`src/verilog/l2Tile_defines.svh`:
```
`ifndef L2_TILE_DEFINES_SVH
`define L2_TILE_DEFINES_SVH

//////////////////////////////
// cache geometry
//////////////////////////////

// log2 of the tile count, 8, 10 or 12
`define L2_IDX_BITS 8

// tiles are 16 bytes, so the tag takes what is left of a 28-bit tile address
`define L2_TAG_BITS (28 - `L2_IDX_BITS)

//////////////////////////////
// DDR side
//////////////////////////////

`define L2_BEAT_BITS 64                       // 64 or 32
`define L2_BEATS (128 / `L2_BEAT_BITS)        // beats per tile
`define L2_BEAT_IX_BITS $clog2(`L2_BEATS)

// cycles a single beat may wait before the request is abandoned
`define L2_DDR_TIMEOUT 24

`endif

```
`src/verilog/transferTimer.sv`:
```
`timescale 1ns/1ps
`include "l2Tile_defines.svh"

module transferTimer (
	input  logic                        clock,
	input  logic                        rstN,
	input  logic                        start,
	input  logic                        beatDone,
	input  logic                        waitTick,
	output logic [`L2_BEAT_IX_BITS-1:0] beatIx,
	output logic                        lastBeat,
	output logic                        expired
);

	localparam int waitBits = $clog2(`L2_DDR_TIMEOUT + 1);

	logic [waitBits-1:0] waitCnt;

	always_ff @(posedge clock or negedge rstN)
	begin
		if (!rstN)
		begin
			beatIx  <= '0;
			waitCnt <= '0;
		end
		else if (start)
		begin
			beatIx  <= '0;
			waitCnt <= '0;
		end
		else
		begin
			if (beatDone)
				beatIx <= beatIx + 1'b1;    // wraps to zero after the last beat

			// each beat gets a fresh wait budget
			if (beatDone)
				waitCnt <= '0;
			else if (waitTick && !expired)
				waitCnt <= waitCnt + 1'b1;
		end
	end

	assign lastBeat = (beatIx == `L2_BEAT_IX_BITS'(`L2_BEATS - 1));
	assign expired  = (waitCnt >= waitBits'(`L2_DDR_TIMEOUT));

endmodule
```
`config.mk`:
```
export PLATFORM = sky130hd
export DESIGN_NAME = transferTimer
export DESIGN_NICKNAME = d
export VERILOG_FILES = /design/src/verilog/transferTimer.sv
export VERILOG_INCLUDE_DIRS = /design/src /design/src/verilog
export SDC_FILE = /design/constraint.sdc
export NUM_CORES = 1
export LEC_CHECK = 0
export ABC_AREA = 1
export BUFFER_PORTS_ARGS = -buffer_cell sky130_fd_sc_hd__buf_2
export CAP_MARGIN = 5
export CORE_AREA = 2 2 39 41
export DETAILED_ROUTE_END_ITERATION = 8
export DIE_AREA = 0 0 41 43
export MAX_ROUTING_LAYER = met4
export PLACE_DENSITY = 0.42
export REMOVE_ABC_BUFFERS = 1
export SETUP_SLACK_MARGIN = 0.15
export SLEW_MARGIN = 0
export SYNTH_ARGS = -nofsm -noshare
export SYNTH_HDL_FRONTEND = slang
export SYNTH_SLANG_ARGS = --single-unit
```
`constraint.sdc`:
```
create_clock -name clock -period 1.2 [get_ports clock]
set_input_delay 0.24 -clock clock [delete_from_list [all_inputs] [get_ports clock]]
set_output_delay 0.24 -clock clock [all_outputs]
set_load 0.05 [all_outputs]
```
==> results of run 1 <==
## routing by layer
| layer | GRT usage | up-vias |
|---|---|---|
| met5 | - | - |
| met4 | 0.1200 | 0 |
| met3 | 0.03141 | 4 |
| met2 | 0.1344 | 5 |
| met1 | 0.1213 | 133 |
| li1 | - | 144 |
## final cells by class
class	instances	area, µm²	area share
flip-flops and latches	6	150.1	0.3166
repair buffers	13	105.1	0.2216
multi-input cells	23	153.9	0.3245
clock buffers	3	22.52	0.04749
well taps	16	20.02	0.04222
inverters	6	22.52	0.04749
## sequential cells by signal, indices dropped and copies added (netlist names)
signal,count
beatIx,1
waitCnt,5
## synth_stat cells
library cell and number:
xnor2_1 1, nand4_1 1, nand2_4 1, nor3_1 1
ha_1 2, inv_1 6, nand2_1 2, o21ai_0 1
nand3_1 2, buf_4 1, nand2_2 1, nor2_1 6
o21ai_2 1, a21oi_1 2, a211oi_2 1, nor2_2 1
dfrtp_1 6
## path summary, 6_finish.rpt
check,start,end,slack [ns],depth (start not counted)
setup / recovery,waitCnt[3]$_DFFE_PN0P_,expired,0.08,3
hold / removal,start,beatIx$_DFFE_PN0P_,0.18,2
setup reg to reg,waitCnt[3]$_DFFE_PN0P_,waitCnt[3]$_DFFE_PN0P_,0.13,7
hold reg to reg,waitCnt[2]$_DFFE_PN0P_,waitCnt[2]$_DFFE_PN0P_,0.54,2
max in group asynchronous,rstN,waitCnt[2]$_DFFE_PN0P_,0.70,2
min in group asynchronous,rstN,waitCnt[3]$_DFFE_PN0P_,0.35,2
## stage by stage
step / total power [mW] / hold slack, ns / util / TNS [ns]
4_1_cts: 0.4997 / 0.1689 / 0.3228 / 0
2_1_floorplan: 0.2630 / -0.05559 / - / -0.07559
3_5_place_dp: 0.2883 / 0.07462 / 0.2694 / 0
3_3_place_gp: 0.2878 / 0.07578 / 0.2694 / 0
6_report: 0.4959 / 0.1780 / 0.3427 / 0
5_1_grt: 0.5258 / 0.1865 / 0.3427 / 0
## logic make-up after synthesis
logic type | Yosys count | share of synthesized area
simple gates | 15 | 0.2308
buf+inv | 7 | 0.09231
flops | 6 | 0.4615
compound gates | 5 | 0.1115
fa+ha+maj | 2 | 0.07691
xor+xnor | 1 | 0.02693
## critical path, stage by stage, from the launching register on
cell	delay, ns
dfrtp_1	0.38
nand2_2	0.09
inv_2	0.04
buf_6	0.14
## what timing repair did
item | in CTS | in global routing
buffers inserted | 3 | 2
gates resized for setup | 7 | 4
hold buffers | 1 | 0
endpoints found under the hold margin | 6 | 0
pin swaps | 1 | 3
gates cloned | 0 | 0
endpoints found under the setup margin | 3 | 8
## where the power goes
part | internal (mW) | switching (mW) | leakage [nW]
combinational | 0.0376 | 0.0549 | 0.125
clock | 0.113 | 0.0745 | 0.0138
sequential | 0.209 | 0.00620 | 0.0819
total | 0.360 | 0.136 | 0.221
==> reports/summary.txt, run 1 <==
IO buf count: 7
Max-cap violation count: 0
Fmax: 890.2 MHz
Req. time, crit path: 0.96 ns
Drt pass-1 iters: 1
H-tree depth: 1
CTS Buf Count: 3
Synth Cell Area: 325.3 µm²
Final Setup Violations: 0
Pwr/cell area: 1046 nW/µm²
Pre-CTS setup slack: 0.1859 ns
Commonest cells after routing, fill and taps aside: 6 x nor2_1, 6 x dfrtp_1, 5 x inv_1
Distinct cells, synth: 17
Peak fanout along the critical path: 2
Top post-synthesis cells by area: dfrtp_1 46%, ha_1 7.7%, inv_1 6.9%, nor2_1 6.9%, a211oi_2 3.8%
Final instance area: 474.2 µm²
Measured slew at the worst slew-check pin: 0.1864 ns
Cells after DPL: 58
Metal1 wirelength: 294 µm
Post-DRT Antenna Nets: 0
Worst Skew: 0.002686 ns
First-pass GRT wire length: 1.083 mm
WL final: 705 µm
FF+latch count, synth: 6
P_leak: 0.2210 nW
Avg Cell Area, Syn: 9.036 µm²
Worst Path Arrival: 0.88 ns
Die Y: 43 µm
Via count: 286
Mapped Cells: 36
Layout area overhead: 45.77%
Vias in the first global route: 246
# IOs: 8
Met3 WL post-DR: 27 µm
Initial Util: 0.2351
Latest clock arrival within the worst-skew pair: 0.24 ns
Setup ws final: 0.07663 ns
Status: finished, final reports clean
Clock buffer depth: 2
Largest net degree at the start of global routing: 7
Root buf cell: clkbuf_4
Top routing layer in use: met4
Num Clock Sinks: 6
Hold Crit Class: input pin to flip-flop
RSZ-0062 raised after global routing: true
Pins over their slew limit: 0
YS warnings: 0
Met2 Routed Length: 347 µm
DP HPWL: 479.3 µm
Initial antenna violation count: 0
Final Hold Viols: 0
Row cnt: 14
Die Wd: 41 µm
Placed Area: 372.9 µm²
Largest area contributor in the netlist: dfrtp_1
GRT Residual Overflow: 0
Routed WL per cell: 10.52 µm
# fillers: 147
Finished Layout Cells: 67
Setup crit start kind: flip-flop
Remaining DRCs: 0
Antenna fix cells: 0
VDD IR max: 0.5749 mV
Nets@finish: 60
Critical path class: flip-flop to output port
Vias per inst: 4.269
Final min period: 1.123 ns
Slew HR: 0.8756
Share of cells above drive strength 1: 0.4510
Final worst-path cycle share: 0.9361
Iter 0 DRT Violations: 0
Core area: 1384 µm²
Die area: 1763 µm²
TritonCTS clock tree: yes
Setup crit end kind: output port
Yosys top cell area share: 0.4615
Routability cong.: 0.6579
Clk slew on worst S/H paths: 0.05 ns
GRT Total Usage: 0.1077
Sequential share of the synthesized area: 0.4615
No activity file was read; power rests on OpenSTA's default activity.
==> run 2, diff against run 1 <==
--- a/config.mk
+++ b/config.mk
@@ -13,7 +13,7 @@
 export DETAILED_ROUTE_END_ITERATION = 8
 export DIE_AREA = 0 0 41 43
 export MAX_ROUTING_LAYER = met4
-export PLACE_DENSITY = 0.42
+export PLACE_DENSITY = 0.43
 export REMOVE_ABC_BUFFERS = 1
 export SETUP_SLACK_MARGIN = 0.15
 export SLEW_MARGIN = 0
==> run 2 against run 1 <==
Against the previous run: final area decreased by 5.3%; flip-flop and latch count did not move; first-iteration DRC count did not move; critical path depth stayed put; die area stayed put; combinational power decreased by 3.7%; non-clock buffer count is 2 lower; via count decreased by 5.6%; worst hold slack improved by 0.0086 ns; clock power hardly changed; core utilization shrank 1.8 points; power is 0.82% lower; largest cell class is now flip-flops and latches; highest routed layer unchanged.
==> reports/summary.txt, run 2 (synthesis results as in run 1) <==
Status: finished, final reports clean
Initial antenna violation count: 0 (unchanged)
Pre-CTS setup slack: 0.1870 ns (+0.001104 ns)
Final Setup Violations: 0 (unchanged)
Vias in the first global route: 260 (+5.7%)
Reg area: 150.1 µm² (unchanged)
Row cnt: 14 (unchanged)
Placed Area: 372.9 µm² (unchanged)
Pwr/cell area: 1095 nW/µm² (+4.7%)
Largest net degree at the start of global routing: 7 (unchanged)
Setup ws final: 0.08119 ns (+0.004563 ns)
Latest clock arrival within the worst-skew pair: 0.24 ns (about the same)
Clock power share: 0.379 (about the same)
Sw Ratio: 0.2709 (-0.002624)
P_leak: 0.2078 nW (-6.0%)
Met2 usage: 0.1281 (-0.006250)
Multi-input gate area: 147.6 µm² (-4.1%)
Root buf cell: clkbuf_4
VDD IR max: 0.4444 mV (-23%)
Worst r2r path cells: 4 (-3)
First-pass GRT wire length: 993 µm (-8.3%)
DP HPWL: 442 µm (-7.8%)
Die area: 1763 µm² (unchanged)
H-tree depth: 1 (unchanged)
Crit path from: waitCnt[3]$_DFFE_PN0P_
TritonCTS clock tree: yes
RSZ-0062 raised after global routing: true
Hold path start: start
Pins over their slew limit: 0 (unchanged)
Final instance area: 449.2 µm² (-5.3%)
Final min period: 1.119 ns (-0.004563 ns)
Iter 0 DRT Violations: 0 (unchanged)
Worst Path Arrival: 0.88 ns (about the same)
Global route hottest layer: met2
Final worst-path cycle share: 0.9323 (-0.003803)
Layout area overhead: 38.08%
Nets@finish: 58 (-3.3%)
Initial Util: 0.2351 (unchanged)
Routability cong.: 0.7043 (+7.1%)
Fmax: 893.8 MHz (+0.41%)
Sequential fraction of design power: 0.439 (+0.004)
Peak fanout along the critical path: 2 (unchanged)
Routed WL per cell: 9.415 µm (-11%)
Max-cap violation count: 0 (unchanged)
P_int: 358.6 µW (-0.46%)
Biggest register: waitCnt
Core area: 1384 µm² (unchanged)
Hold Crit Class: input pin to flip-flop
# fillers: 151 (+2.7%)
Worst Skew: 0.0003771 ns (-0.002309 ns)
Die Y: 43 µm (unchanged)
Utilization after layout: 0.3246 (-0.01808)
Post-DRT Antenna Nets: 0 (unchanged)
Via count: 270 (-5.6%)
CTS Buf Count: 3 (unchanged)
Antenna fix cells: 0 (unchanged)
Setup crit start kind: flip-flop
Clock buffer depth: 2 (unchanged)
Critical path class: flip-flop to output port
Gate power share: 0.181 (-0.006)
Met3 Track Usage GR: 0.03141 (unchanged)
Remaining DRCs: 0 (unchanged)
Biggest regs: waitCnt (5), beatIx (1)
Final Hold Viols: 0 (unchanged)
GRT Total Usage: 0.09514 (-0.01252)
Sw Pwr: 133.3 µW (-1.8%)
GRT Residual Overflow: 0 (unchanged)
Clk slew on worst S/H paths: 0.05 ns (about the same)
Measured slew at the worst slew-check pin: 0.1564 ns (-0.03000 ns)
Commonest cells after routing, fill and taps aside: 6 x nor2_1, 6 x dfrtp_1, 4 x inv_1, 4 x buf_2
M1 GR Usage: 0.09804 (-0.02327)
Die Wd: 41 µm (unchanged)
Share of cells above drive strength 1: 0.4286 (-0.02241)
Slew HR: 0.8956 (+0.02002)
Num Clock Sinks: 6 (unchanged)
Worst hold path depth: 2 (unchanged)
Drt pass-1 iters: 1 (unchanged)
Vias per inst: 4.154 (-2.7%)
Setup crit end kind: output port
R2r startpoint: waitCnt[0]$_DFFE_PN0P_
IO buf count: 7 (unchanged)
Req. time, crit path: 0.96 ns (about the same)
WL final: 612 µm (-13%)
# IOs: 8 (unchanged)
Max reg flops: 5 (unchanged)
==> run 2: what timing repair did <==
action                                  in CTS  in global routing
resized for setup                            7                  2
pin swaps                                    1                  1
hold buffers                                 1                  0
endpoints found under the setup margin       3                  5
setup buffers                                2                  1
endpoints found under the hold margin        6                  0
==> run 2: metal layers <==
layer,part of all wire,vias to the layer above
li1,-,139
met1,0.45,126
met2,0.51,3
met3,0.025,2
met4,0.013,0
met5,0,-
==> run 2: worst paths after layout <==
path | end | slack [ns]
worst max-delay path | expired | 0.08
worst min-delay path | beatIx$_DFFE_PN0P_ | 0.19
worst max register to register | waitCnt[1]$_DFFE_PN0P_ | 0.21
worst min register to register | waitCnt[4]$_DFFE_PN0P_ | 0.53
max in group asynchronous | waitCnt[1]$_DFFE_PN0P_ | 0.70
min in group asynchronous | beatIx$_DFFE_PN0P_ | 0.35
==> run 2: power groups by stage <==
stage | clock [mW] | sequential [mW] | combinational (mW)
global placement | 0 | 0.217 | 0.0706
floorplan | 0 | 0.242 | 0.0214
detailed placement | 0 | 0.217 | 0.0707
finish | 0.187 | 0.216 | 0.0892
global route | 0.214 | 0.217 | 0.0957
CTS | 0.191 | 0.215 | 0.0869
==> run 2: area by class of cell <==
class,instances,share of cell area
sequential,6,0.3343
multi-input combinational,23,0.3287
timing repair buffer,11,0.1922
clock buffer,3,0.05014
inverter,6,0.05014
tap,16,0.04457
==> run 2: critical path, stage by stage, from the launching register on <==
cell and delay, ns:
dfrtp_1 0.38, nand2_2 0.09, inv_2 0.03, buf_6 0.14
==> run 2: per-stage QoR <==
step | hold slack [ns] | setup TNS [ns] | total power, mW | std cells
final | 0.1866 | 0 | 0.4918 | 65
after global routing | 0.1641 | 0 | 0.5267 | 65
after CTS | 0.1751 | 0 | 0.4934 | 64
after detailed placement | 0.07430 | 0 | 0.2881 | 58
after global placement | 0.07954 | 0 | 0.2877 | 58
after floorplan | -0.05559 | -0.07559 | 0.2630 | 35
