### src/verilog/l2Tile_defines.svh
`ifndef L2_TILE_DEFINES_SVH
`define L2_TILE_DEFINES_SVH

//////////////////////////////
// cache geometry
//////////////////////////////

// log2 of the tile count, 8, 10 or 12
`define L2_IDX_BITS 8

// tiles are 16 bytes, so the tag takes what is left of a 28-bit tile address
`define L2_TAG_BITS (28 - `L2_IDX_BITS)

//////////////////////////////
// DDR side
//////////////////////////////

`define L2_BEAT_BITS 64                       // 64 or 32
`define L2_BEATS (128 / `L2_BEAT_BITS)        // beats per tile
`define L2_BEAT_IX_BITS $clog2(`L2_BEATS)

// cycles a single beat may wait before the request is abandoned
`define L2_DDR_TIMEOUT 24

`endif

### src/verilog/l2TilePkg.sv
`include "l2Tile_defines.svh"

package l2TilePkg;

	typedef enum logic [4:0]
	{
		OPM_READY   = 5'b00000,
		OPM_RD_TILE = 5'b10111,
		OPM_WR_TILE = 5'b11111
	} memOpm_e;

	// any opcode with nonzero top bits is a live request
	function automatic logic isMemReq(memOpm_e opm);
		return opm[4:3] != 2'b00;
	endfunction

	typedef enum logic [1:0]
	{
		OK_READY = 2'b00,
		OK_OK    = 2'b01,
		OK_HOLD  = 2'b10,
		OK_FAULT = 2'b11
	} memOk_e;

	// whole tile for the requester, beat words for the DDR side
	typedef union packed
	{
		logic [127:0] tile;
		logic [`L2_BEATS-1:0][`L2_BEAT_BITS-1:0] beat;
	} tileWord_u;

	typedef struct packed
	{
		logic valid;
		logic dirty;
		logic [`L2_TAG_BITS-1:0] tag;
		tileWord_u data;
	} tileLine_s;

	typedef struct packed
	{
		logic en;
		logic dirty;
		logic useFill;     // fill tile instead of requester data
	} storeCmd_s;

	typedef struct packed
	{
		memOpm_e opm;
		logic [31:0] addr;
		logic [`L2_BEAT_BITS-1:0] data;
	} ddrCmd_s;

endpackage

### src/verilog/tileAssembler.sv
`timescale 1ns/1ps
`include "l2Tile_defines.svh"

module tileAssembler (
	input  logic                        clock,
	input  logic                        rstN,
	input  logic                        captureVictim,
	input  l2TilePkg::tileWord_u        victimTile,
	input  logic                        fillBeat,
	input  logic [`L2_BEAT_IX_BITS-1:0] beatIx,
	input  logic [`L2_BEAT_BITS-1:0]    ddrDataIn,
	output logic [`L2_BEAT_BITS-1:0]    beatOut,
	output l2TilePkg::tileWord_u        fillTile
);
	import l2TilePkg::*;

	tileWord_u victimQ;
	tileWord_u fillQ;

	//////////////////////////////
	// writeback side
	//////////////////////////////

	// private copy as the store line may be replaced before the last beat leaves
	always_ff @(posedge clock)
	begin
		if (captureVictim)
			victimQ <= victimTile;
	end

	assign beatOut = victimQ.beat[beatIx];

	//////////////////////////////
	// fill side
	//////////////////////////////

	always_ff @(posedge clock or negedge rstN)
	begin
		if (!rstN)
			fillQ <= '0;
		else if (fillBeat)
			fillQ.beat[beatIx] <= ddrDataIn;    // slot follows the beat order
	end

	assign fillTile = fillQ;

endmodule

### config.mk
export PLATFORM = sky130hd
export DESIGN_NAME = tileAssembler
export DESIGN_NICKNAME = d
export VERILOG_FILES = /design/src/verilog/l2TilePkg.sv /design/src/verilog/tileAssembler.sv
export VERILOG_INCLUDE_DIRS = /design/src /design/src/verilog
export SDC_FILE = /design/constraint.sdc
export NUM_CORES = 1
export LEC_CHECK = 0
export BUFFER_PORTS_ARGS = -buffer_cell sky130_fd_sc_hd__buf_2
export CAP_MARGIN = 10
export CORE_AREA = 2 2 153 155
export CTS_CLUSTER_SIZE = 25
export DETAILED_ROUTE_END_ITERATION = 12
export DIE_AREA = 0 0 155 157
export GPL_TIMING_DRIVEN = 0
export HOLD_SLACK_MARGIN = 0.02
export MAX_ROUTING_LAYER = met4
export PLACE_DENSITY = 0.72
export SLEW_MARGIN = 30
export SYNTH_ARGS = -nofsm -noshare
export SYNTH_HDL_FRONTEND = slang
export SYNTH_SLANG_ARGS = --single-unit
### constraint.sdc
create_clock -name clock -period 1.5 [get_ports clock]
set_input_delay 0.075 -clock clock [delete_from_list [all_inputs] [get_ports clock]]
set_output_delay 0.075 -clock clock [all_outputs]
set_load 0.01 [all_outputs]
==> results_dict.tcl, run 1 <==
set metrics [dict create \
    drv_cap 0 \
    synth_compound_area_frac 0 \
    clk_latency_ps 530 \
    synth_fa_ha_area_frac 0 \
    placedInstanceArea_um2 12100 \
    cpLargestDelayFamily "flip-flops" \
    dr.pass1.iters 6 \
    grt_overflow 0 \
    finalMaxSlewViolations 0 \
    route.vias.total 6701 \
    grt_pass1_wl_um 42000 \
    yosys.area_share.simple 0.00258 \
    critPathSlowestCell "edfxtp_1" \
    dieArea_um2 24300 \
    ys_ff_latch 256 \
    netlist_area_um2 9710 \
    cts_tree "yes" \
    worst-path-buf-inv 1 \
    peakVddDrop_mv 0.762 \
    ios 389 \
    final_cell_mix "buf_2, dlygate4sd3_1, mux2_2, dfrtp_1, edfxtp_1" \
    drt.antenna.violating_nets 0 \
    num_rows 55 \
    leakage_nw 6.85 \
    synth_xor_area_frac 0 \
    post_cts_buffers 0 \
    nets 1281 \
    reg2reg_slack_ps 660 \
    drive_gt1_frac 0.588 \
    slew_headroom 0.701 \
    synth_top_area_frac 0.396 \
    reg2reg_depth 1 \
    startpoint "victimQ[55]" \
    finalPower_mw 18.9 \
    drt_iter0_markers 341 \
    hold_viol_final 0 \
    core_um2 22500 \
    drcViolationCount 0 \
    hold_slack_ps 38.5 \
    min_path_type "input pin to async pin" \
    cp.arrival_ps 1400 \
    worstPathMaxFanout 1 \
    critPathKind "flop to output port" \
    reg2reg_to "fillTile[120]" \
    clkTransAtPathRegs_ps 60 \
    endpoint_kind "output port" \
    wire_per_inst_um 20.3 \
    first_global_vias 7522 \
    gp_congestion 0.792 \
    worst_slew_pin_slew_ps 448 \
    status "completed" \
    period_needed_ps 1480 \
    skew_ps 0 \
    areaGrowthSynthToFinish_pct 54.7 \
    wl_um 28300 \
    cts.sinks 256 \
    fmax_mhz 678 \
    htree_levels 1 \
    die_w_um 155 \
    muxShareOfSynthArea 0.246 \
    slowest_delay_ps 410 \
    antenna_found_initial 2 \
    start_util 0.432 \
    min_period_over_period 0.984 \
    ys_seq_area_frac 0.725 \
    ys_warn_count 0 \
    synth_top_area_cell "edfxtp_1" \
    cp.required_ps 1420 \
    path_cells "mux2_2 > buf_2" \
    power_density_nw_per_um2 1260 \
    die_h_um 157 \
    fin_area_um2 15000 \
    synth_cells 470 \
    start_kind "flop" \
    r2r_start "fillTile[120]" \
    synth_area_leaders "edfxtp_1, dfrtp_1, mux2_2" \
    synth.distinct_cells 11 \
    grtUsageTotal 0.232 \
    grt_max_degree 86 \
    syn_area_per_cell_um2 20.7 \
    cts-root-buf "clkbuf_16" \
    path_depth 2 \
    dp_hpwl_um 17100 \
    cts_buffers 28 \
    finalSetupViolations 0 \
    fillers 1484 \
    cts_buffer_depth 3 \
    setup_tns_ps 0 \
    io_buffer_count 388 \
    synth_nets 667 \
    final_common_cell "buf_2" \
    avgViaCountPerCell 4.81 \
    synth_top_family_by_area "multiplexers" \
]
[where the power goes]
part / switching [mW] / total [mW] / internal, mW
clock: 2.76 / 7.16 / 4.40
combinational: 1.41 / 3.17 / 1.77
sequential: 0.389 / 8.61 / 8.22
total: 4.55 / 18.9 / 14.4
[kinds of logic (layout without fill, tap and decap cells)]
logic type | after synthesis | after routing
buffers and inverters | 20 | 655
and+or+nand+nor | 2 | 2
DFF | 256 | 256
muxes | 192 | 192
other | 0 | 3
[routing by layer]
layer | part of all wire | GRT usage
met1 | 0.37 | 0.257
met4 | 0.025 | 0.0670
met2 | 0.52 | 0.413
met3 | 0.083 | 0.0611
met5 | 0 | -
[synthesized netlist by cell type]
library cell and instances:
mux2_2 131, dfrtp_1 128, edfxtp_1 128, mux2_4 60, buf_4 7, buf_12 6
buf_6 6, buf_8 1, mux2_1 1, nand2_4 1, nand2b_4 1
[sequential cells by signal, indices dropped and copies added, names as in the netlist]
register	count
fillTile	128
victimQ	128
[worst max-delay path by stage]
stage                         endpoint  slack, ps
after floorplan           fillTile[10]        600
after global placement    fillTile[47]      -1400
after detailed placement   beatOut[42]        220
after CTS                  beatOut[33]         50
after global routing       beatOut[12]         -3
final                      beatOut[55]         20
[area by class of cell]
type                            count  area, um2  share of cell area
Antenna cell                        3       7.51            0.000500
Clock inverter                     13        176              0.0117
Multi-Input combinational cell    194       2420               0.161
Clock buffer                       38        798              0.0531
Timing Repair Buffer              584       3970               0.264
Sequential cell                   256       7050               0.469
Tap cell                          285        357              0.0237
Buffer                             20        255              0.0170
[metrics by stage]
| step | setup WS (ps) | utilization | cells |
|---|---|---|---|
| 2_1_floorplan | 597 | - | 470 |
| 3_5_place_dp | 221 | 0.537 | 1145 |
| 6_report | 24.7 | 0.668 | 1393 |
| 5_1_grt | -2.88 | 0.668 | 1392 |
| 3_3_place_gp | -1400 | 0.534 | 1143 |
| 4_1_cts | 52.3 | 0.667 | 1390 |
[repair_timing]
item,CTS,global route
hold buffers,194,0
setup endpoints to repair,0,2
resized for setup,0,4
endpoints found under the hold margin,441,0
(Power assumes the default switching activity.)
==> inputs of run 2 (changes only) <==
Settings changed: ABC_AREA from default to 1, CAP_MARGIN 10 to 20, CORE_AREA 2 2 153 155 to 2 2 152 154, DIE_AREA 0 0 155 157 to 0 0 154 156, PLACE_DENSITY 0.72 to 0.73.
==> run 2 against run 1 <==
  * Worst setup slack better by 52 ps
  * Total power down 5.7%
  * Clock-buffer cell count unchanged
  * Critical path depth up 1
  * Register-to-register slack better by 200 ps
  * Cell count up 30%
  * Hold slack better by 20 ps
  * Critical path type unchanged
  * Sequential power down 1%
  * Synthesized cell count up 89%
  * First-iteration DRC count up 110%
  * Highest routed layer unchanged
==> results_dict.tcl, run 2 <==
set metrics [dict create \
    status "completed" \
    synthFlopType "edfxtp_1" \
    cts_buffers 26 \
    synth_top_area_cell "edfxtp_1" \
    finalPower_mw 17.9 \
    nets 1699 \
    final_common_cell "nand2_1" \
    clockPowerShare 0.365 \
    drt.antenna.violating_nets 0 \
    grtUsageTotal 0.281 \
    drive_gt1_frac 0.317 \
    reg2reg_slack_ps 860 \
    holdCritStartpoint "beatIx" \
    cts_resized 0 \
    grt_max_degree 88 \
    clk_latency_ps 520 \
    final_cell_mix "nand2_1, buf_2, dlygate4sd3_1" \
    wire_per_inst_um 18.7 \
    combPwrFrac 0.160 \
    min_period_over_period 0.949 \
    cts_tree "yes" \
    synth_nets 1086 \
    critPathMostFrequentCell "nand2_1" \
    die_w_um 154 \
    hold_depth 4 \
    start_util 0.432 \
    avgViaCountPerCell 5.13 \
    cp.required_ps 1420 \
    final_core_util 0.664 \
    dr.pass1.iters 7 \
    dp_hpwl_um 20300 \
    netlist_area_um2 9660 \
    finalSetupViolations 0 \
    critPathSlowestCell "edfxtp_1" \
    p_int_mw 13.2 \
    drt_iter0_markers 712 \
    peakVddDrop_mv 1.11 \
    wl_um 33800 \
    r2r_start "fillTile[50]" \
    first_global_vias 9428 \
    async_flop_share 0.500 \
    dieArea_um2 24000 \
    syn_area_per_cell_um2 10.9 \
    antenna_found_initial 2 \
    p_seq_frac 0.475 \
    grt_overflow 0 \
    route.vias.total 9287 \
    endpoint_kind "output port" \
    ys_warn_count 0 \
    slew_headroom 0.680 \
    swShare 0.259 \
    whs_endpoint "fillTile[70]" \
    core_um2 22400 \
    worst_slew_pin_slew_ps 479 \
    p_switching_mw 4.63 \
    areaGrowthSynthToFinish_pct 53.7 \
    path_cells "nand2_1 > nand2_1 > buf_2" \
    slowest_delay_ps 440 \
    power_density_nw_per_um2 1200 \
    synth.distinct_cells 8 \
    post_cts_buffers 0 \
    synth_top_area_frac 0.398 \
    skew_ps 0 \
    holdBufCountCts 195 \
    cts_buffer_depth 3 \
    leakage_nw 7.55 \
    hold_viol_final 0 \
    setup_tns_ps 0 \
    clkTransAtPathRegs_ps 70 \
    synth_cells 889 \
    drv_cap 0 \
    rsz0062_at_grt "false" \
    fmax_mhz 702 \
    ys_seq_area_frac 0.729 \
    ios 389 \
    drcViolationCount 0 \
    fillers 1605 \
    worstPathMaxFanout 1 \
    ys_top_cells_by_count "nand2_1, dfrtp_1, edfxtp_1, nand3_1, buf_2" \
    grt_pass1_wl_um 50900 \
    start_kind "flop" \
    gp_congestion 0.867 \
    period_needed_ps 1420 \
    cts-root-buf "clkbuf_16" \
    synth_area_leaders "edfxtp_1, dfrtp_1, nand2_1" \
    synth_edf_count 128 \
    htree_levels 1 \
    ys_ff_latch 256 \
    cp.arrival_ps 1350 \
    post-synth-top-count-cell "nand2_1" \
    reg2reg_depth 2 \
    reg2reg_to "fillTile[50]" \
    num_rows 55 \
    min_path_type "input pin to flop" \
    critPathKind "flop to output port" \
    cts.sinks 256 \
    io_buffer_count 388 \
    finalMaxSlewViolations 0 \
    die_h_um 156 \
]
==> run 2: cell types whose count changed after synthesis, moves of 4 or more <==
cell,before,now
buf_12,6,0
buf_2,0,51
buf_4,7,3
buf_6,6,0
mux2_2,131,0
mux2_4,60,0
nand2_1,0,449
nand3_1,0,128
==> run 2: worst max path at each step <==
stage	depth (start not counted)	end	from	slack (ps)
global placement	1	fillTile[59]	rstN	-1310
floorplan	5	beatOut[34]	beatIx	800
finish	3	beatOut[38]	victimQ[102]	80
global route	3	beatOut[38]	victimQ[102]	70
CTS	3	beatOut[22]	victimQ[86]	170
detailed placement	7	beatOut[25]	beatIx	220
==> run 2: metal layers <==
layer  global-route usage  vias to the layer above  share of wire
li1                     -                     4143              -
met1                0.321                     4427           0.36
met2                0.492                      612           0.51
met3               0.0594                      105          0.086
met4                0.102                        0          0.038
met5                    -                        -              0
==> run 2: cell families after synthesis <==
group,count (synthesis),synth area share
simple gates,578,0.241
flops,256,0.729
buf+inv,55,0.0291
==> run 2: final cells by class <==
class	count	area, um2	share of cell area
sequential	256	7050	0.475
timing repair buffer	585	3970	0.267
multi-input combinational	578	2330	0.157
clock buffer	38	716	0.0482
tap	285	357	0.0240
buffer	54	278	0.0187
clock inverter	9	135	0.00910
antenna	3	7.51	0.000506
inverter	1	3.75	0.000253
==> run 2: per-stage QoR <==
step	area (um2)	hold slack, ps	worst slack [ps]	instances
floorplan	9660	-221	803	889
global placement	12000	251	-1310	1562
detailed placement	12000	24.3	220	1564
CTS	14800	33.6	170	1806
global route	14800	63.9	72.6	1808
finish	14800	58.8	76.4	1809
==> run 2: worst max-delay path: cells and delay by family, from the launching register on <==
kind	cells	cell delay [ps]
simple gates	2	230
flops	1	440
buf+inv	1	140
==> run 2: power groups by stage <==
stage	Combinational, mW	Clock (mW)	Sequential [mW]
2_1_floorplan	0.806	0	8.76
3_3_place_gp	2.30	0	8.57
3_5_place_dp	2.37	0	8.57
4_1_cts	2.79	6.55	8.45
5_1_grt	3.10	6.84	8.55
6_report	2.85	6.52	8.49
==> inputs of run 3 (changes only) <==
Settings changed: CAP_MARGIN 20 to 0, GPL_TIMING_DRIVEN 0 to default, REMOVE_ABC_BUFFERS from default to 1.
==> run 3 against run 2 <==
  * Worst setup slack improved by 63 ps
  * Sequential power barely moved
  * Clock skew did not move
  * Via count fell by 3.6%
  * First-iteration DRC count fell by 7.4%
  * Critical endpoint is now beatOut[57]
==> results_dict.tcl, run 3 (synthesis gave the netlist of run 2 again) <==
set metrics [dict create \
    hold_slack_ps 81.5 \
    route.vias.total 8951 \
    endpoint_kind "output port" \
    nets 1667 \
    avgViaCountPerCell 5.04 \
    cp.arrival_ps 1290 \
    areaGrowthSynthToFinish_pct 53.4 \
    final_cells 1775 \
    cts_buffers 26 \
    status "completed" \
    ios 389 \
    drt.antenna.violating_nets 0 \
    rsz0062_at_grt "false" \
    num_rows 55 \
    clkTransAtPathRegs_ps 70 \
    skew_ps 0 \
    start_kind "flop" \
    cts-root-buf "clkbuf_16" \
    drv_cap 0 \
    grtUsageTotal 0.265 \
    worstPathMaxFanout 1 \
    peakVddDrop_mv 1.02 \
    drcViolationCount 0 \
    final_cell_mix "nand2_1, buf_2, dlygate4sd3_1" \
    first_global_vias 8866 \
    critPathKind "flop to output port" \
    core_um2 22400 \
    grt_overflow 0 \
    cts.sinks 256 \
    die_w_um 154 \
    post_cts_buffers 0 \
    htree_levels 1 \
    dr.pass1.iters 5 \
    slew_headroom 0.669 \
    cts_resized 0 \
    hold_viol_final 0 \
    antenna_found_initial 1 \
    min_period_over_period 0.907 \
    io_buffer_count 388 \
    dp_hpwl_um 18200 \
    power_density_nw_per_um2 1190 \
    fmax_mhz 735 \
    period_needed_ps 1360 \
    drive_gt1_frac 0.301 \
    final_common_cell "nand2_1" \
    grt_max_degree 65 \
    drt_iter0_markers 659 \
    start_util 0.432 \
    finalSetupViolations 0 \
    min_path_type "input pin to async pin" \
    finalMaxSlewViolations 0 \
    grt_pass1_wl_um 48600 \
    dieArea_um2 24000 \
    clk_latency_ps 520 \
    gp_congestion 0.875 \
    cts_tree "yes" \
    cts_buffer_depth 3 \
    place_inst 1530 \
    die_h_um 156 \
    wire_per_inst_um 18.1 \
    worst_slew_pin_slew_ps 497 \
    wl_um 32100 \
    leakage_nw 7.49 \
    cp.required_ps 1420 \
]
[run 3: metrics by stage]
stage          setup WS, ps  cell area (um2)  setup TNS (ps)  utilization  total power, mW
2_1_floorplan          -752             9380          -48110            -             9.44
3_3_place_gp            425            12000               0        0.538             10.9
3_5_place_dp            391            12000               0        0.538             10.9
4_1_cts                 171            14800               0        0.663             17.6
5_1_grt                92.9            14800               0        0.663             18.4
6_report                139            14800               0        0.663             17.7
[run 3: path summary, 6_finish.rpt]
path	start	to	slack, ps	depth (start not counted)
worst min register to register	fillTile[15]	fillTile[15]	460	2
worst min-delay path	rstN	fillTile[45]	80	2
worst max-delay path	victimQ[121]	beatOut[57]	140	3
worst max register to register	fillTile[62]	fillTile[62]	860	2
min in group clock	beatIx	fillTile[126]	100	4
max in group asynchronous	rstN	fillTile[118]	830	3
[run 3: metal layers]
layer / wire length, um / vias to the layer above / GRT usage
met5: 0 / - / -
met4: 940 / 0 / 0.0814
met3: 2780 / 74 / 0.0575
met2: 16300 / 507 / 0.456
met1: 12100 / 4293 / 0.315
li1: - / 4077 / -
[run 3: final cells by class]
class                   instances  area, um2
well taps                     285        357
fillers                      1514       7540
flip-flops and latches        256       7050
clock inverters                12        108
multi-input cells             578       2330
diodes                          1       2.50
clock buffers                  35        716
repair buffers                607       4250
inverters                       1       6.26
[run 3: what timing repair did]
item,CTS,global route
endpoints found under the setup margin,0,0
hold endpoints to repair,400,0
hold buffers,197,0
[run 3: power breakdown]
group	internal (mW)	total (mW)	switching (mW)
logic	1.27	2.83	1.56
registers	8.14	8.49	0.346
clock network	3.68	6.33	2.65
[run 3: worst max-delay path, cell delays in order, from the launching register on]
cell and delay, ps:
edfxtp_1 440, nand2_1 100, nand2_1 70, buf_2 150
