[src/verilog/l2Tile_defines.svh]
`ifndef L2_TILE_DEFINES_SVH
`define L2_TILE_DEFINES_SVH

//////////////////////////////
// cache geometry
//////////////////////////////

// log2 of the tile count, 8, 10 or 12
`define L2_IDX_BITS 8

// tiles are 16 bytes, so the tag takes what is left of a 28-bit tile address
`define L2_TAG_BITS (28 - `L2_IDX_BITS)

//////////////////////////////
// DDR side
//////////////////////////////

`define L2_BEAT_BITS 64                       // 64 or 32
`define L2_BEATS (128 / `L2_BEAT_BITS)        // beats per tile
`define L2_BEAT_IX_BITS $clog2(`L2_BEATS)

// cycles a single beat may wait before the request is abandoned
`define L2_DDR_TIMEOUT 24

`endif

[src/verilog/l2TilePkg.sv]
`include "l2Tile_defines.svh"

package l2TilePkg;

	typedef enum logic [4:0]
	{
		OPM_READY   = 5'b00000,
		OPM_RD_TILE = 5'b10111,
		OPM_WR_TILE = 5'b11111
	} memOpm_e;

	// any opcode with nonzero top bits is a live request
	function automatic logic isMemReq(memOpm_e opm);
		return opm[4:3] != 2'b00;
	endfunction

	typedef enum logic [1:0]
	{
		OK_READY = 2'b00,
		OK_OK    = 2'b01,
		OK_HOLD  = 2'b10,
		OK_FAULT = 2'b11
	} memOk_e;

	// whole tile for the requester, beat words for the DDR side
	typedef union packed
	{
		logic [127:0] tile;
		logic [`L2_BEATS-1:0][`L2_BEAT_BITS-1:0] beat;
	} tileWord_u;

	typedef struct packed
	{
		logic valid;
		logic dirty;
		logic [`L2_TAG_BITS-1:0] tag;
		tileWord_u data;
	} tileLine_s;

	typedef struct packed
	{
		logic en;
		logic dirty;
		logic useFill;     // fill tile instead of requester data
	} storeCmd_s;

	typedef struct packed
	{
		memOpm_e opm;
		logic [31:0] addr;
		logic [`L2_BEAT_BITS-1:0] data;
	} ddrCmd_s;

endpackage

[src/verilog/missSequencer.sv]
`timescale 1ns/1ps
`include "l2Tile_defines.svh"

module missSequencer (
	input  logic                        clock,
	input  logic                        rstN,
	input  logic                        hit,
	input  logic                        victimDirty,
	input  logic                        reqIsRead,
	input  logic                        reqIsWrite,
	input  l2TilePkg::tileLine_s        curLine,
	input  logic [31:0]                 reqAddr,
	input  logic [`L2_BEAT_BITS-1:0]    beatOut,
	input  logic [`L2_BEAT_IX_BITS-1:0] beatIx,
	input  logic                        lastBeat,
	input  logic                        expired,
	input  l2TilePkg::memOk_e           ddrOk,
	output l2TilePkg::memOk_e           memOk,
	output logic                        hold,
	output l2TilePkg::storeCmd_s        storeCmd,
	output logic                        captureVictim,
	output logic                        fillBeat,
	output logic                        timerStart,
	output logic                        beatDone,
	output logic                        waitTick,
	output l2TilePkg::ddrCmd_s          ddrCmd
);
	import l2TilePkg::*;

	localparam int beatBytes = `L2_BEAT_BITS / 8;

	typedef enum logic [2:0]
	{
		stIdle, stWbIssue, stWbWait, stFillIssue, stFillWait, stInstall, stAnswer, stFault
	} seqState_e;

	seqState_e state;
	seqState_e nextState;

	logic [31:0] beatOfs;
	logic [31:0] victimBase;
	logic [31:0] fillBase;

	assign beatOfs    = 32'(beatIx) * 32'(beatBytes);
	assign victimBase = {curLine.tag, reqAddr[`L2_IDX_BITS+3:4], 4'h0};
	assign fillBase   = {reqAddr[31:4], 4'h0};

	always_ff @(posedge clock or negedge rstN)
	begin
		if (!rstN)
			state <= stIdle;
		else
			state <= nextState;
	end

	always_comb
	begin
		nextState     = state;
		memOk         = OK_HOLD;
		hold          = 1'b1;
		storeCmd      = '0;
		captureVictim = 1'b0;
		fillBeat      = 1'b0;
		timerStart    = 1'b0;
		beatDone      = 1'b0;
		waitTick      = 1'b0;
		ddrCmd.opm    = OPM_READY;
		ddrCmd.addr   = '0;
		ddrCmd.data   = '0;

		case (state)
			stIdle:
			begin
				hold  = 1'b0;
				memOk = OK_READY;
				if (reqIsRead || reqIsWrite)
				begin
					if (hit)
					begin
						memOk          = OK_OK;
						storeCmd.en    = reqIsWrite;    // write hit just overwrites
						storeCmd.dirty = 1'b1;
					end
					else
					begin
						memOk         = OK_HOLD;
						hold          = 1'b1;
						captureVictim = 1'b1;
						timerStart    = 1'b1;
						if (victimDirty)
							nextState = stWbIssue;
						else if (reqIsRead)
							nextState = stFillIssue;
						else
							nextState = stInstall;    // full-tile write needs no fill
					end
				end
			end

			//////////////////////////////
			// DDR beats
			//////////////////////////////

			stWbIssue:
			begin
				ddrCmd.opm  = OPM_WR_TILE;
				ddrCmd.addr = victimBase + beatOfs;
				ddrCmd.data = beatOut;
				if (ddrOk == OK_OK)
					nextState = stWbWait;
				else
				begin
					waitTick = 1'b1;
					if (expired)
						nextState = stFault;
				end
			end

			stWbWait, stFillWait:
			begin
				if (ddrOk == OK_READY)
				begin
					beatDone = 1'b1;
					if (!lastBeat)
						nextState = (state == stWbWait) ? stWbIssue : stFillIssue;
					else if (state == stWbWait && reqIsRead)
						nextState = stFillIssue;
					else
						nextState = stInstall;
				end
				else
				begin
					waitTick = 1'b1;
					if (expired)
						nextState = stFault;
				end
			end

			stFillIssue:
			begin
				ddrCmd.opm  = OPM_RD_TILE;
				ddrCmd.addr = fillBase + beatOfs;
				if (ddrOk == OK_OK)
				begin
					fillBeat  = 1'b1;    // beat data is valid with OK
					nextState = stFillWait;
				end
				else
				begin
					waitTick = 1'b1;
					if (expired)
						nextState = stFault;
				end
			end

			stInstall:
			begin
				storeCmd.en      = 1'b1;
				storeCmd.dirty   = reqIsWrite;
				storeCmd.useFill = reqIsRead;
				nextState        = stAnswer;
			end

			stAnswer:
			begin
				hold      = 1'b0;
				memOk     = OK_OK;
				nextState = stIdle;
			end

			// line left as it was and the DDR request already dropped
			stFault:
			begin
				hold      = 1'b0;
				memOk     = OK_FAULT;
				nextState = stIdle;
			end

			default:
				nextState = stIdle;
		endcase
	end

endmodule

[config.mk]
export PLATFORM = sky130hd
export DESIGN_NAME = missSequencer
export DESIGN_NICKNAME = d
export VERILOG_FILES = /design/src/verilog/l2TilePkg.sv /design/src/verilog/missSequencer.sv
export VERILOG_INCLUDE_DIRS = /design/src /design/src/verilog
export SDC_FILE = /design/constraint.sdc
export NUM_CORES = 1
export LEC_CHECK = 0
export ABC_AREA = 1
export BUFFER_PORTS_ARGS = -buffer_cell sky130_fd_sc_hd__clkbuf_2
export CORE_AREA = 2 2 145 147
export CTS_CLUSTER_DIAMETER = 40
export CTS_CLUSTER_SIZE = 28
export DETAILED_ROUTE_END_ITERATION = 10
export DIE_AREA = 0 0 147 149
export MAX_ROUTING_LAYER = met4
export PLACE_DENSITY = 0.39
export RECOVER_POWER = 25
export SLEW_MARGIN = 20
export SYNTH_ARGS = -nofsm -noshare
export SYNTH_HDL_FRONTEND = slang
export SYNTH_SLANG_ARGS = --single-unit
export TNS_END_PERCENT = 100
[constraint.sdc]
create_clock -name clock -period 2 [get_ports clock]
set_clock_uncertainty 0.05 [all_clocks]
set_input_delay 0.4 -clock clock [delete_from_list [all_inputs] [get_ports clock]]
set_output_delay 0.4 -clock clock [all_outputs]
set_load 0.005 [all_outputs]
==> impl_summary.log, run 1 <==
[metrics] WS Path Type: reg -> out
[metrics] unique cell type count in the Yosys netlist: 19
[metrics] timing-limited maximum frequency: approximately 500 MHz
[metrics] wire length of the first global-routing pass: 9804 um
[metrics] CTS H-tree depth: 1
[metrics] synthesis warning total: 0
[metrics] area of the die: 21900 sq um
[metrics] Placer Congestion: 0.7815
[metrics] Yosys top cell by area: sky130_fd_sc_hd__nor2_1
[metrics] vias in the first global route: 1951
[metrics] half-perimeter wire length after placement: 6338 um
[metrics] cell type group with the largest total delay on the critical path: buffers and inverters
[metrics] switching power as a share of total power: between 40% and 50%
[metrics] maximum vdd ir drop: 0.4382 mV
[metrics] cells traversed along the worst timing path: inv_2 -> nand2_4 -> nor2_4 -> buf_12 -> inv_12 -> clkbuf_16 -> nor2_4 -> clkbuf_2
[metrics] CTS root buf: sky130_fd_sc_hd__clkbuf_16
[metrics] area of the mapped netlist: 1219 sq um
[metrics] maximum buffer depth of the clock tree: 2
[metrics] remaining global-route overflow: 0
[metrics] clock tree from TritonCTS: yes
[metrics] maximum number of pins on one net before global-route repair: 52
[metrics] row cnt: 53
[metrics] clock insertion delay at the later pin of the skew report: 220 ps
[metrics] Iteration-0 DRC Markers: 62
[metrics] Inserted Clock Buffers: 3
[metrics] Initial Utilization: under 10%
[metrics] outcome: finished with violations
[metrics] sequential group share of total power: 4.8%
[metrics] Buffers & Inverters on Critical Path: 5
[metrics] share of total power in combinational logic: a little under nine tenths
[metrics] sequential-to-total area share from yosys stat: about 6%
[metrics] slowest library cell on the worst path: sky130_fd_sc_hd__dfrtp_2
[metrics] leakage power total: 2.131 nW
[metrics] fraction of the cycle the final worst path needs: 100.9%
[metrics] DR DRC count: 0
[metrics] total wire length: 8475 um
[metrics] worst min path class: in -> reg
[metrics] sw power: 1.550 mW
[metrics] TritonCTS Sinks: 3
[metrics] post-layout net count: 761
[metrics] Biggest register: state
[metrics] max capacitance violation total: 0
[metrics] via count of the routed design: about 2500
[metrics] crit path capture type: output port
[metrics] count of TritonRoute iterations in the first routing pass: 4
[metrics] Top Registers: state x3
[metrics] data arrival at the endpoint of the critical path: 1570 ps
[metrics] top cells by instance count after synthesis: sky130_fd_sc_hd__nor2_1, sky130_fd_sc_hd__inv_1, sky130_fd_sc_hd__a22o_1, sky130_fd_sc_hd__nand2_1, sky130_fd_sc_hd__buf_2
[metrics] most area-consuming cells after synthesis: sky130_fd_sc_hd__nor2_1, sky130_fd_sc_hd__inv_1, sky130_fd_sc_hd__a22o_1
[metrics] share of the synthesized area in the top cell type: 25.87%
[metrics] count of pins over their slew limit: 0
[metrics] asr flop ratio synth: 100.0%
[metrics] floorplan core area: between 20000 and 25000 sq um
[metrics] endpoints failing setup: 4
[metrics] TNS Setup: -56.99 ps
[metrics] required time worst endpoint: 1550 ps
[metrics] Int Pwr: 1.760 mW
[metrics] Antenna Cells: 0
[metrics] worst path setup slack after routing: -18.34 ps
[metrics] critical path launch point type: flop
[metrics] IO buf count: 231
[metrics] dominant register cell in the synthesized netlist: sky130_fd_sc_hd__dfrtp_1
[metrics] initial antenna violation count: 0
[metrics] Routed Antenna Nets: 0
[metrics] average cell area after synthesis: between 4 and 5 sq um
[metrics] setup repair after global routing missed its margin: true
[metrics] number of flip-flops under the largest register name: 3
[metrics] mean routed wirelength per cell: 10.89 um
[metrics] number of I/O pins: 369
[metrics] leading cell type by number of instances after synthesis: sky130_fd_sc_hd__nor2_1
[metrics] violations in the final reports: setup timing
[metrics] Gate Count Post-Synth: 256
[metrics] worst hold slack: between 300 and 400 ps
[metrics] share of total power in the clock network: 9.5%
[metrics] global-route total usage across every layer: a little under 6%
[metrics] Largest stage delay, worst path: between 400 and 500 ps
[metrics] post-synthesis sequential element count: 3
[metrics] worst-path fanout max: 9
[metrics] average vias per placed instance: 3.166
[metrics] worst setup slack before clock tree synthesis: -25.58 ps
[metrics] total of fill cells in the finished design: 2350
[metrics] clock-pin slew on the worst setup and hold paths: 30 ps
[metrics] die span in x: roughly 150 um
[metrics] CP most frequent cell: sky130_fd_sc_hd__nor2_4
[metrics] EDFF count, synth: 0
[metrics] area overhead of the layout relative to synthesis: 172.8%
[metrics] share of layout cells above drive strength 1: 62.43%
[metrics] final critical path time including I/O delays and setup: 2018 ps
[metrics] floorplan die height: 149 um
[metrics] total power divided by cell area: 995.8 nW/um^2
[metrics] endpoints failing hold: 0
-- metal layers --
layer | GRT usage, % | vias up | share of wire [%] | routed length [um]
met2 | 10.96 | 181 | 48 | 4070
met3 | 0.8257 | 13 | 8.7 | 739
met4 | 0.8173 | 0 | 3.5 | 299
met1 | 6.780 | 1048 | 40 | 3365
met5 | - | - | 0 | 0
li1 | - | 1221 | - | -
-- worst paths after layout --
check	slack, ps	end	startpoint	depth (start not counted)
max in group asynchronous	1240	state[0]	rstN	2
min reg2reg	630	state[0]	state[0]	2
min	400	state[0]	expired	3
max reg2reg	560	state[1]	state[1]	6
min in group asynchronous	480	state[2]	rstN	2
max	-20	ddrCmd[21]	state[2]	8
-- power by group through the flow --
stage	Sequential, mW	Combinational [mW]	Clock [mW]
CTS	0.152	2.13	0.318
floorplan	0.134	1.01	0
global placement	0.151	2.06	0
global route	0.165	3.08	0.323
finish	0.160	2.84	0.314
detailed placement	0.147	2.03	0
-- through the flow --
| step | util, % | power [mW] | cells | instance area [sq um] |
|---|---|---|---|---|
| detailed placement | 13.25 | 2.173 | 755 | 2724 |
| global route | 16.17 | 3.571 | 778 | 3324 |
| global placement | 13.25 | 2.211 | 755 | 2724 |
| CTS | 14.00 | 2.596 | 763 | 2878 |
| floorplan | - | 1.147 | 258 | 1226 |
| finish | 16.17 | 3.310 | 778 | 3324 |
-- layout make-up --
class                   instances  area (sq um)  area share [%]
clock buffers                   4         78.83           2.371
inverters                      86         337.8           10.16
multi-input cells             151         933.4           28.08
flip-flops and latches          3         78.83           2.371
well taps                     275         344.1           10.35
repair buffers                259          1551           46.67
-- layout by cell type (no fill, tap or decap), types with 8 or more instances in the layout --
| cell | instances |
|---|---|
| sky130_fd_sc_hd__nor2_2 | 19 |
| sky130_fd_sc_hd__buf_6 | 9 |
| sky130_fd_sc_hd__clkbuf_16 | 8 |
| sky130_fd_sc_hd__buf_4 | 10 |
| sky130_fd_sc_hd__clkbuf_2 | 191 |
| sky130_fd_sc_hd__nor2_1 | 48 |
| sky130_fd_sc_hd__nor2_4 | 20 |
| sky130_fd_sc_hd__buf_2 | 37 |
| sky130_fd_sc_hd__inv_1 | 81 |
| sky130_fd_sc_hd__nand2_1 | 17 |
| sky130_fd_sc_hd__a22o_1 | 20 |
-- cells by family (layout without fill, tap and decap cells) --
| kind of cell | after synthesis | after routing | share of synthesized area, % |
|---|---|---|---|
| simple gates | 122 | 122 | 40.97 |
| buf+inv | 104 | 349 | 35.52 |
| compound gates | 26 | 26 | 17.04 |
| flops | 3 | 3 | 6.160 |
| other cells | 1 | 3 | 0.3077 |
-- what timing repair did --
item,CTS,global route
gates cloned,0,8
setup buffers,3,9
hold endpoints to repair,3,0
hold buffers,1,0
pin swaps,2,5
gates resized for setup,13,109
setup endpoints to repair,86,81
-- worst register-to-register path, cell delays in order, from the launching register on --
cell and delay, ps:
sky130_fd_sc_hd__dfrtp_2 450, sky130_fd_sc_hd__buf_4 160, sky130_fd_sc_hd__nand2_1 150, sky130_fd_sc_hd__nand3_1 120, sky130_fd_sc_hd__nor2_1 230, sky130_fd_sc_hd__nand3_1 110
sky130_fd_sc_hd__nand4_1 110
Power figures use the tool's default switching activity.
==> inputs of run 2 (changes only) <==
--- a/config.mk
+++ b/config.mk
@@ -8,12 +8,12 @@
 export LEC_CHECK = 0
 export ABC_AREA = 1
-export BUFFER_PORTS_ARGS = -buffer_cell sky130_fd_sc_hd__clkbuf_2
-export CORE_AREA = 2 2 145 147
+export CORE_AREA = 2 2 142 144
 export CTS_CLUSTER_DIAMETER = 40
 export CTS_CLUSTER_SIZE = 28
 export DETAILED_ROUTE_END_ITERATION = 10
-export DIE_AREA = 0 0 147 149
+export DIE_AREA = 0 0 144 146
+export DONT_BUFFER_PORTS = 1
 export MAX_ROUTING_LAYER = met4
-export PLACE_DENSITY = 0.39
+export PLACE_DENSITY = 0.3
 export RECOVER_POWER = 25
 export SLEW_MARGIN = 20
==> constraint.sdc (replaced) <==
create_clock -name clock -period 2 [get_ports clock]
set_clock_uncertainty 0.05 [all_clocks]
set_input_delay 0.2 -clock clock [delete_from_list [all_inputs] [get_ports clock]]
set_output_delay 0.2 -clock clock [all_outputs]
set_load 0.005 [all_outputs]
==> impl_summary.log, run 2 (synthesized netlist as in run 1, its figures left out) <==
[metrics] maximum vdd ir drop: 0.6866 mV (was 0.4382 mV)
[metrics] leakage power total: 0.9887 nW (was 2.131 nW)
[metrics] count of non-filler cells in the finished layout: 527 (was 778)
[metrics] timing-limited maximum frequency: 534.8 MHz (was 495.5 MHz)
[metrics] count of pins over their slew limit: 0 (unchanged)
[metrics] setup repair after global routing missed its margin: false (was true)
[metrics] CTS H-tree depth: 1 (unchanged)
[metrics] total wire length: 6947 um (was 8475 um)
[metrics] clock tree from TritonCTS: yes (unchanged)
[metrics] average vias per placed instance: 3.015 (was 3.166)
[metrics] count of TritonRoute iterations in the first routing pass: 4 (unchanged)
[metrics] share of layout cells above drive strength 1: 10.31% (was 62.43%)
[metrics] Antenna Cells: 0 (unchanged)
[metrics] Inserted Clock Buffers: 3 (unchanged)
[metrics] clock-pin slew on the worst setup and hold paths: 30 ps (about the same)
[metrics] fraction of the cycle the final worst path needs: 93.50% (was 100.9%)
[metrics] Largest stage delay, worst path: 430 ps (was 410 ps)
[metrics] DR DRC count: 0 (unchanged)
[metrics] Routed Antenna Nets: 0 (unchanged)
[metrics] max capacitance violation total: 0 (unchanged)
[metrics] area overhead of the layout relative to synthesis: 37.47% (was 172.8%)
[metrics] wire length of the first global-routing pass: 8459 um (was 9804 um)
[metrics] max_slew headroom: 62.31%
[metrics] worst min path class: in -> reg (unchanged)
[metrics] vias in the first global route: 1388 (was 1951)
[metrics] critical path launch point type: flop (unchanged)
[metrics] endpoints failing setup: 0 (was 4)
[metrics] initial antenna violation count: 0 (unchanged)
[metrics] area of the die: 21020 sq um (was 21900 sq um)
[metrics] crit path capture type: output port (unchanged)
[metrics] mean routed wirelength per cell: 13.18 um (was 10.89 um)
[metrics] via count of the routed design: 1589 (was 2463)
[metrics] maximum buffer depth of the clock tree: 2 (unchanged)
[metrics] Initial Utilization: 6.303% (was 5.928%)
[metrics] floorplan die height: 146 um (was 149 um)
[metrics] row cnt: 51 (was 53)
[metrics] Iteration-0 DRC Markers: 29 (was 62)
[metrics] highest-count cells in the layout ignoring fill and taps: sky130_fd_sc_hd__inv_1, sky130_fd_sc_hd__nor2_1, sky130_fd_sc_hd__a22o_1, sky130_fd_sc_hd__nand2_1, sky130_fd_sc_hd__buf_4 (was sky130_fd_sc_hd__clkbuf_2, sky130_fd_sc_hd__inv_1, sky130_fd_sc_hd__nor2_1)
[metrics] Biggest register: state (unchanged)
[metrics] Top Registers: state x3 (unchanged)
[metrics] IO buf count: 0 (was 231)
[metrics] remaining global-route overflow: 0 (unchanged)
[metrics] half-perimeter wire length after placement: 6012 um (was 6338 um)
[metrics] worst-path fanout max: 22 (was 9)
[metrics] total power divided by cell area: 1091 nW/um^2 (was 995.8 nW/um^2)
[metrics] number of flip-flops under the largest register name: 3 (unchanged)
[metrics] WS Path Type: reg -> out (unchanged)
[metrics] endpoints failing hold: 0 (unchanged)
[metrics] share of the core filled with cells in the final layout: 8.665% (was 16.17%)
[metrics] TNS Setup: 0 ps (was -56.99 ps)
[metrics] die span in x: 144 um (was 147 um)
[metrics] slowest library cell on the worst path: sky130_fd_sc_hd__dfrtp_1 (was sky130_fd_sc_hd__dfrtp_2)
[metrics] cells traversed along the worst timing path: inv_2 -> nand2_2 -> nor2_2 -> buf_4 -> a22o_1 (was inv_2 -> nand2_4 -> nor2_4 -> buf_12 -> inv_12 -> clkbuf_16 -> nor2_4 -> clkbuf_2)
[metrics] post-layout net count: 520 (was 761)
[metrics] floorplan core area: 19330 sq um (was 20560 sq um)
[metrics] number of I/O pins: 369 (unchanged)
[metrics] worst hold slack: 115.4 ps (was 399.2 ps)
[metrics] final critical path time including I/O delays and setup: 1870 ps (was 2018 ps)
[metrics] clock insertion delay at the later pin of the skew report: 220 ps (about the same)
[metrics] required time worst endpoint: 1750 ps (was 1550 ps)
[metrics] data arrival at the endpoint of the critical path: 1620 ps (was 1570 ps)
[metrics] global-route total usage across every layer: 5.841% (was 5.844%)
[metrics] Total Power Consumption: 1.828 mW (was 3.310 mW)
[metrics] Placed Cells: 522 (was 755)
[metrics] pin slew with the least headroom to its limit: about 560 ps
[metrics] outcome: completed (was finished with violations)
[metrics] maximum number of pins on one net before global-route repair: 65 (was 52)
[metrics] Placer Congestion: 0.7655 (was 0.7815)
[metrics] CTS root buf: sky130_fd_sc_hd__clkbuf_16 (unchanged)
[metrics] TritonCTS Sinks: 3 (unchanged)
-- run 2: cell count changes in the layout (fill, tap and decap cells not counted), moves of 5 or more --
cell	previous run	this run
sky130_fd_sc_hd__buf_6	9	1
sky130_fd_sc_hd__nor2_1	48	84
sky130_fd_sc_hd__buf_2	37	0
sky130_fd_sc_hd__clkbuf_2	191	0
sky130_fd_sc_hd__nor2_4	20	0
sky130_fd_sc_hd__nor2_2	19	3
sky130_fd_sc_hd__clkbuf_16	8	3
sky130_fd_sc_hd__buf_4	10	15
-- run 2: layer usage --
metal	up-vias	track usage [%]	share of wire, %
met5	-	-	0
met4	0	0.1471	0
met3	0	1.711	12
met2	175	11.86	52
met1	677	5.624	36
li1	737	-	-
-- run 2: what timing repair did --
action / 4_1_cts / 5_1_grt
gates resized for setup: 0 / 1
endpoints found under the setup margin: 0 / 1
setup buffers: 0 / 0
hold buffers: 1 / 0
hold endpoints to repair: 3 / 0
-- run 2: cell type report --
type	count	area, sq um
Fill cell	2286	17660
Tap cell	265	331.6
Inverter	86	322.8
Sequential cell	3	75.07
Timing Repair Buffer	18	153.9
Multi-Input combinational cell	151	713.2
Clock buffer	4	78.83
-- run 2: final timing paths --
path | depth (start not counted) | from | slack, ps | end
worst max-delay path | 5 | state[2] | 130 | ddrCmd[86]
worst min-delay path | 2 | expired | 120 | state[0]
worst max register to register | 5 | state[1] | 410 | state[2]
worst min register to register | 2 | state[0] | 660 | state[0]
max in group asynchronous | 1 | rstN | 1560 | state[2]
min in group asynchronous | 1 | rstN | 190 | state[1]
-- run 2: power breakdown --
group	switching, mW	leakage [nW]	total (mW)	internal [mW]
combinational	0.925	0.914	1.36	0.436
sequential	0.0587	0.0363	0.153	0.0941
clock	0.0515	0.0382	0.314	0.263
total	1.04	0.989	1.83	0.793
-- run 2: through the flow --
step / setup WS [ps] / cell area (sq um)
2_1_floorplan: 641.0 / 1226
3_5_place_dp: 313.1 / 1590
3_3_place_gp: 319.2 / 1590
5_1_grt: 41.44 / 1675
6_report: 130.1 / 1675
4_1_cts: 61.25 / 1679
-- run 2: critical path: cells and delay by family, from the launching register on --
| family | cells | cell delay, ps |
|---|---|---|
| simple gates | 2 | 200 |
| flops | 1 | 430 |
| compound gates | 1 | 320 |
| buf+inv | 2 | 450 |
==> inputs of run 3 (changes only) <==
- clock period: 2 -> 1.6 ns (I/O delays scaled with it)
==> impl_summary.log, run 3 (synthesized netlist as in run 1, its figures left out) <==
[metrics] Initial Utilization: 6.303% (unchanged)
[metrics] area overhead of the layout relative to synthesis: 64.78% (was 37.47%)
[metrics] r2r endpoint: state[2] (unchanged)
[metrics] fraction of the cycle the final worst path needs: 101.6%
[metrics] startpoint of the tightest hold check path: expired (unchanged)
[metrics] crit path capture type: output port (unchanged)
[metrics] vias in the first global route: 1497 (was 1388)
[metrics] CTS root buf: sky130_fd_sc_hd__clkbuf_16 (unchanged)
[metrics] count of pins over their slew limit: 0 (unchanged)
[metrics] highest-count cells in the layout ignoring fill and taps: sky130_fd_sc_hd__inv_1, sky130_fd_sc_hd__nor2_1, sky130_fd_sc_hd__a22o_1, sky130_fd_sc_hd__nand2_1, sky130_fd_sc_hd__nor2_4 (was sky130_fd_sc_hd__inv_1, sky130_fd_sc_hd__nor2_1, sky130_fd_sc_hd__a22o_1, sky130_fd_sc_hd__nand2_1, sky130_fd_sc_hd__buf_4)
[metrics] CTS H-tree depth: 1 (unchanged)
[metrics] total power divided by cell area: 1419 nW/um^2 (was 1091 nW/um^2)
[metrics] remaining global-route overflow: 0 (unchanged)
[metrics] Placed Cells: 528 (was 522)
[metrics] Inserted Clock Buffers: 3 (unchanged)
[metrics] outcome: finished with violations (was completed)
[metrics] row cnt: 51 (unchanged)
[metrics] leading cell type in the layout, fill and taps excluded: sky130_fd_sc_hd__inv_1
[metrics] number of flip-flops under the largest register name: 3 (unchanged)
[metrics] number of I/O pins: 369 (unchanged)
[metrics] capture point of the worst path: ddrCmd[63] (was ddrCmd[86])
[metrics] share of the core filled with cells in the final layout: 10.39% (was 8.665%)
[metrics] timing-limited maximum frequency: 615.3 MHz
[metrics] worst hold slack: 62.12 ps (was 115.4 ps)
[metrics] Iteration-0 DRC Markers: 33 (was 29)
[metrics] count of TritonRoute iterations in the first routing pass: 4 (unchanged)
[metrics] global-route total usage across every layer: 6.002% (was 5.841%)
[metrics] worst min path class: in -> reg (unchanged)
[metrics] Routed Antenna Nets: 0 (unchanged)
[metrics] wire length of the first global-routing pass: 8804 um (was 8459 um)
[metrics] clock tree from TritonCTS: yes (unchanged)
[metrics] Worst setup startpoint: state[2] (unchanged)
[metrics] Antenna Cells: 0 (unchanged)
[metrics] TNS Setup: -84.49 ps (was 0 ps)
[metrics] average vias per placed instance: 3.058 (was 3.015)
[metrics] hold path depth: 2 (unchanged)
[metrics] maximum number of pins on one net before global-route repair: 50 (was 65)
[metrics] worst-path fanout max: 49 (was 22)
[metrics] share of layout cells above drive strength 1: 25.64% (was 10.31%)
[metrics] initial antenna violation count: 0 (unchanged)
[metrics] leakage power total: 1.078 nW (was 0.9887 nW)
[metrics] Top Registers: state x3 (unchanged)
[metrics] required time worst endpoint: 1390 ps (was 1750 ps)
[metrics] setup repair after global routing missed its margin: true (was false)
[metrics] max capacitance violation total: 0 (unchanged)
[metrics] area of the die: 21020 sq um (unchanged)
[metrics] critical path launch point type: flop (unchanged)
[metrics] via count of the routed design: 1645 (was 1589)
[metrics] maximum buffer depth of the clock tree: 2 (unchanged)
[metrics] DR DRC count: 0 (unchanged)
[metrics] violations in the final reports: setup timing
[metrics] clock insertion delay at the later pin of the skew report: 220 ps (about the same)
[metrics] maximum vdd ir drop: 0.5944 mV (was 0.6866 mV)
[metrics] post-layout net count: 531 (was 520)
[metrics] origin of the critical flop-to-flop path: state[1] (unchanged)
[metrics] half-perimeter wire length after placement: 6182 um (was 6012 um)
[metrics] WS Path Type: reg -> out (unchanged)
[metrics] floorplan core area: 19330 sq um (unchanged)
[metrics] Biggest register: state (unchanged)
[metrics] R2R Setup Slk: 200 ps (was 410 ps)
[metrics] Total Power Consumption: 2.850 mW (was 1.828 mW)
[metrics] endpoints failing setup: 6 (was 0)
[metrics] data arrival at the endpoint of the critical path: 1420 ps (was 1620 ps)
[metrics] clock-pin slew on the worst setup and hold paths: 30 ps (about the same)
[metrics] die span in x: 144 um (unchanged)
[metrics] floorplan die height: 146 um (unchanged)
[metrics] TritonCTS Sinks: 3 (unchanged)
[metrics] count of non-filler cells in the finished layout: 538 (was 527)
[metrics] IO buf count: 0 (unchanged)
[metrics] final critical path time including I/O delays and setup: ~1600 ps
[metrics] mean routed wirelength per cell: 13.17 um (was 13.18 um)
[metrics] R2R cell count: 7 (was 5)
[metrics] endpoints failing hold: 0 (unchanged)
[metrics] worst path setup slack after routing: -25.35 ps (was 130.1 ps)
[metrics] total wire length: 7085 um (was 6947 um)
[metrics] Placer Congestion: 0.7180 (was 0.7655)
[run 3: worst min path at each step]
stage	end	slack, ps
6_report	state[0]	60
5_1_grt	state[0]	70
3_5_place_dp	state[0]	-190
3_3_place_gp	state[0]	-190
4_1_cts	state[0]	70
2_1_floorplan	state[0]	-190
[run 3: where the power goes]
part	leakage, nW	switching, mW	internal [mW]
logic	1.01	1.36	0.878
clock network	0.0382	0.0714	0.329
registers	0.0330	0.0844	0.126
total	1.08	1.52	1.33
[run 3: cell type report]
class	instances	area, sq um
inverters	86	327.8
well taps	265	331.6
clock buffers	4	78.83
fillers	2284	17330
flip-flops and latches	3	78.83
multi-input cells	151	884.6
repair buffers	29	306.5
[run 3: repair_timing]
action / 4_1_cts / 5_1_grt
buffers inserted: 2 / 3
resized for setup: 37 / 24
pin swaps: 3 / 4
hold buffers: 1 / 0
cloned: 0 / 0
setup endpoints to repair: 84 / 83
hold endpoints to repair: 3 / 0
[run 3: per-layer routing]
| metal | part of all wire, % | vias to the layer above | global-route usage (%) |
|---|---|---|---|
| met5 | 0 | - | - |
| met4 | 0.14 | 0 | 0.4412 |
| met2 | 50 | 178 | 11.83 |
| li1 | - | 765 | - |
| met1 | 39 | 700 | 6.021 |
| met3 | 11 | 2 | 1.645 |
[run 3: worst max-delay path, cell delays in order (launching register included)]
cell and delay, ps:
sky130_fd_sc_hd__dfrtp_2 430, sky130_fd_sc_hd__inv_2 90, sky130_fd_sc_hd__nand2_4 60, sky130_fd_sc_hd__nor2_4 120
sky130_fd_sc_hd__inv_2 80, sky130_fd_sc_hd__buf_12 180, sky130_fd_sc_hd__nor2_2 100, sky130_fd_sc_hd__buf_4 110
[run 3: per-stage QoR]
| step | setup WS (ps) | instance area (sq um) |
|---|---|---|
| 4_1_cts | -50.80 | 1891 |
| 2_1_floorplan | 281.0 | 1226 |
| 6_report | -25.35 | 2008 |
| 3_5_place_dp | 35.28 | 1660 |
| 3_3_place_gp | 48.71 | 1660 |
| 5_1_grt | -104.7 | 2008 |
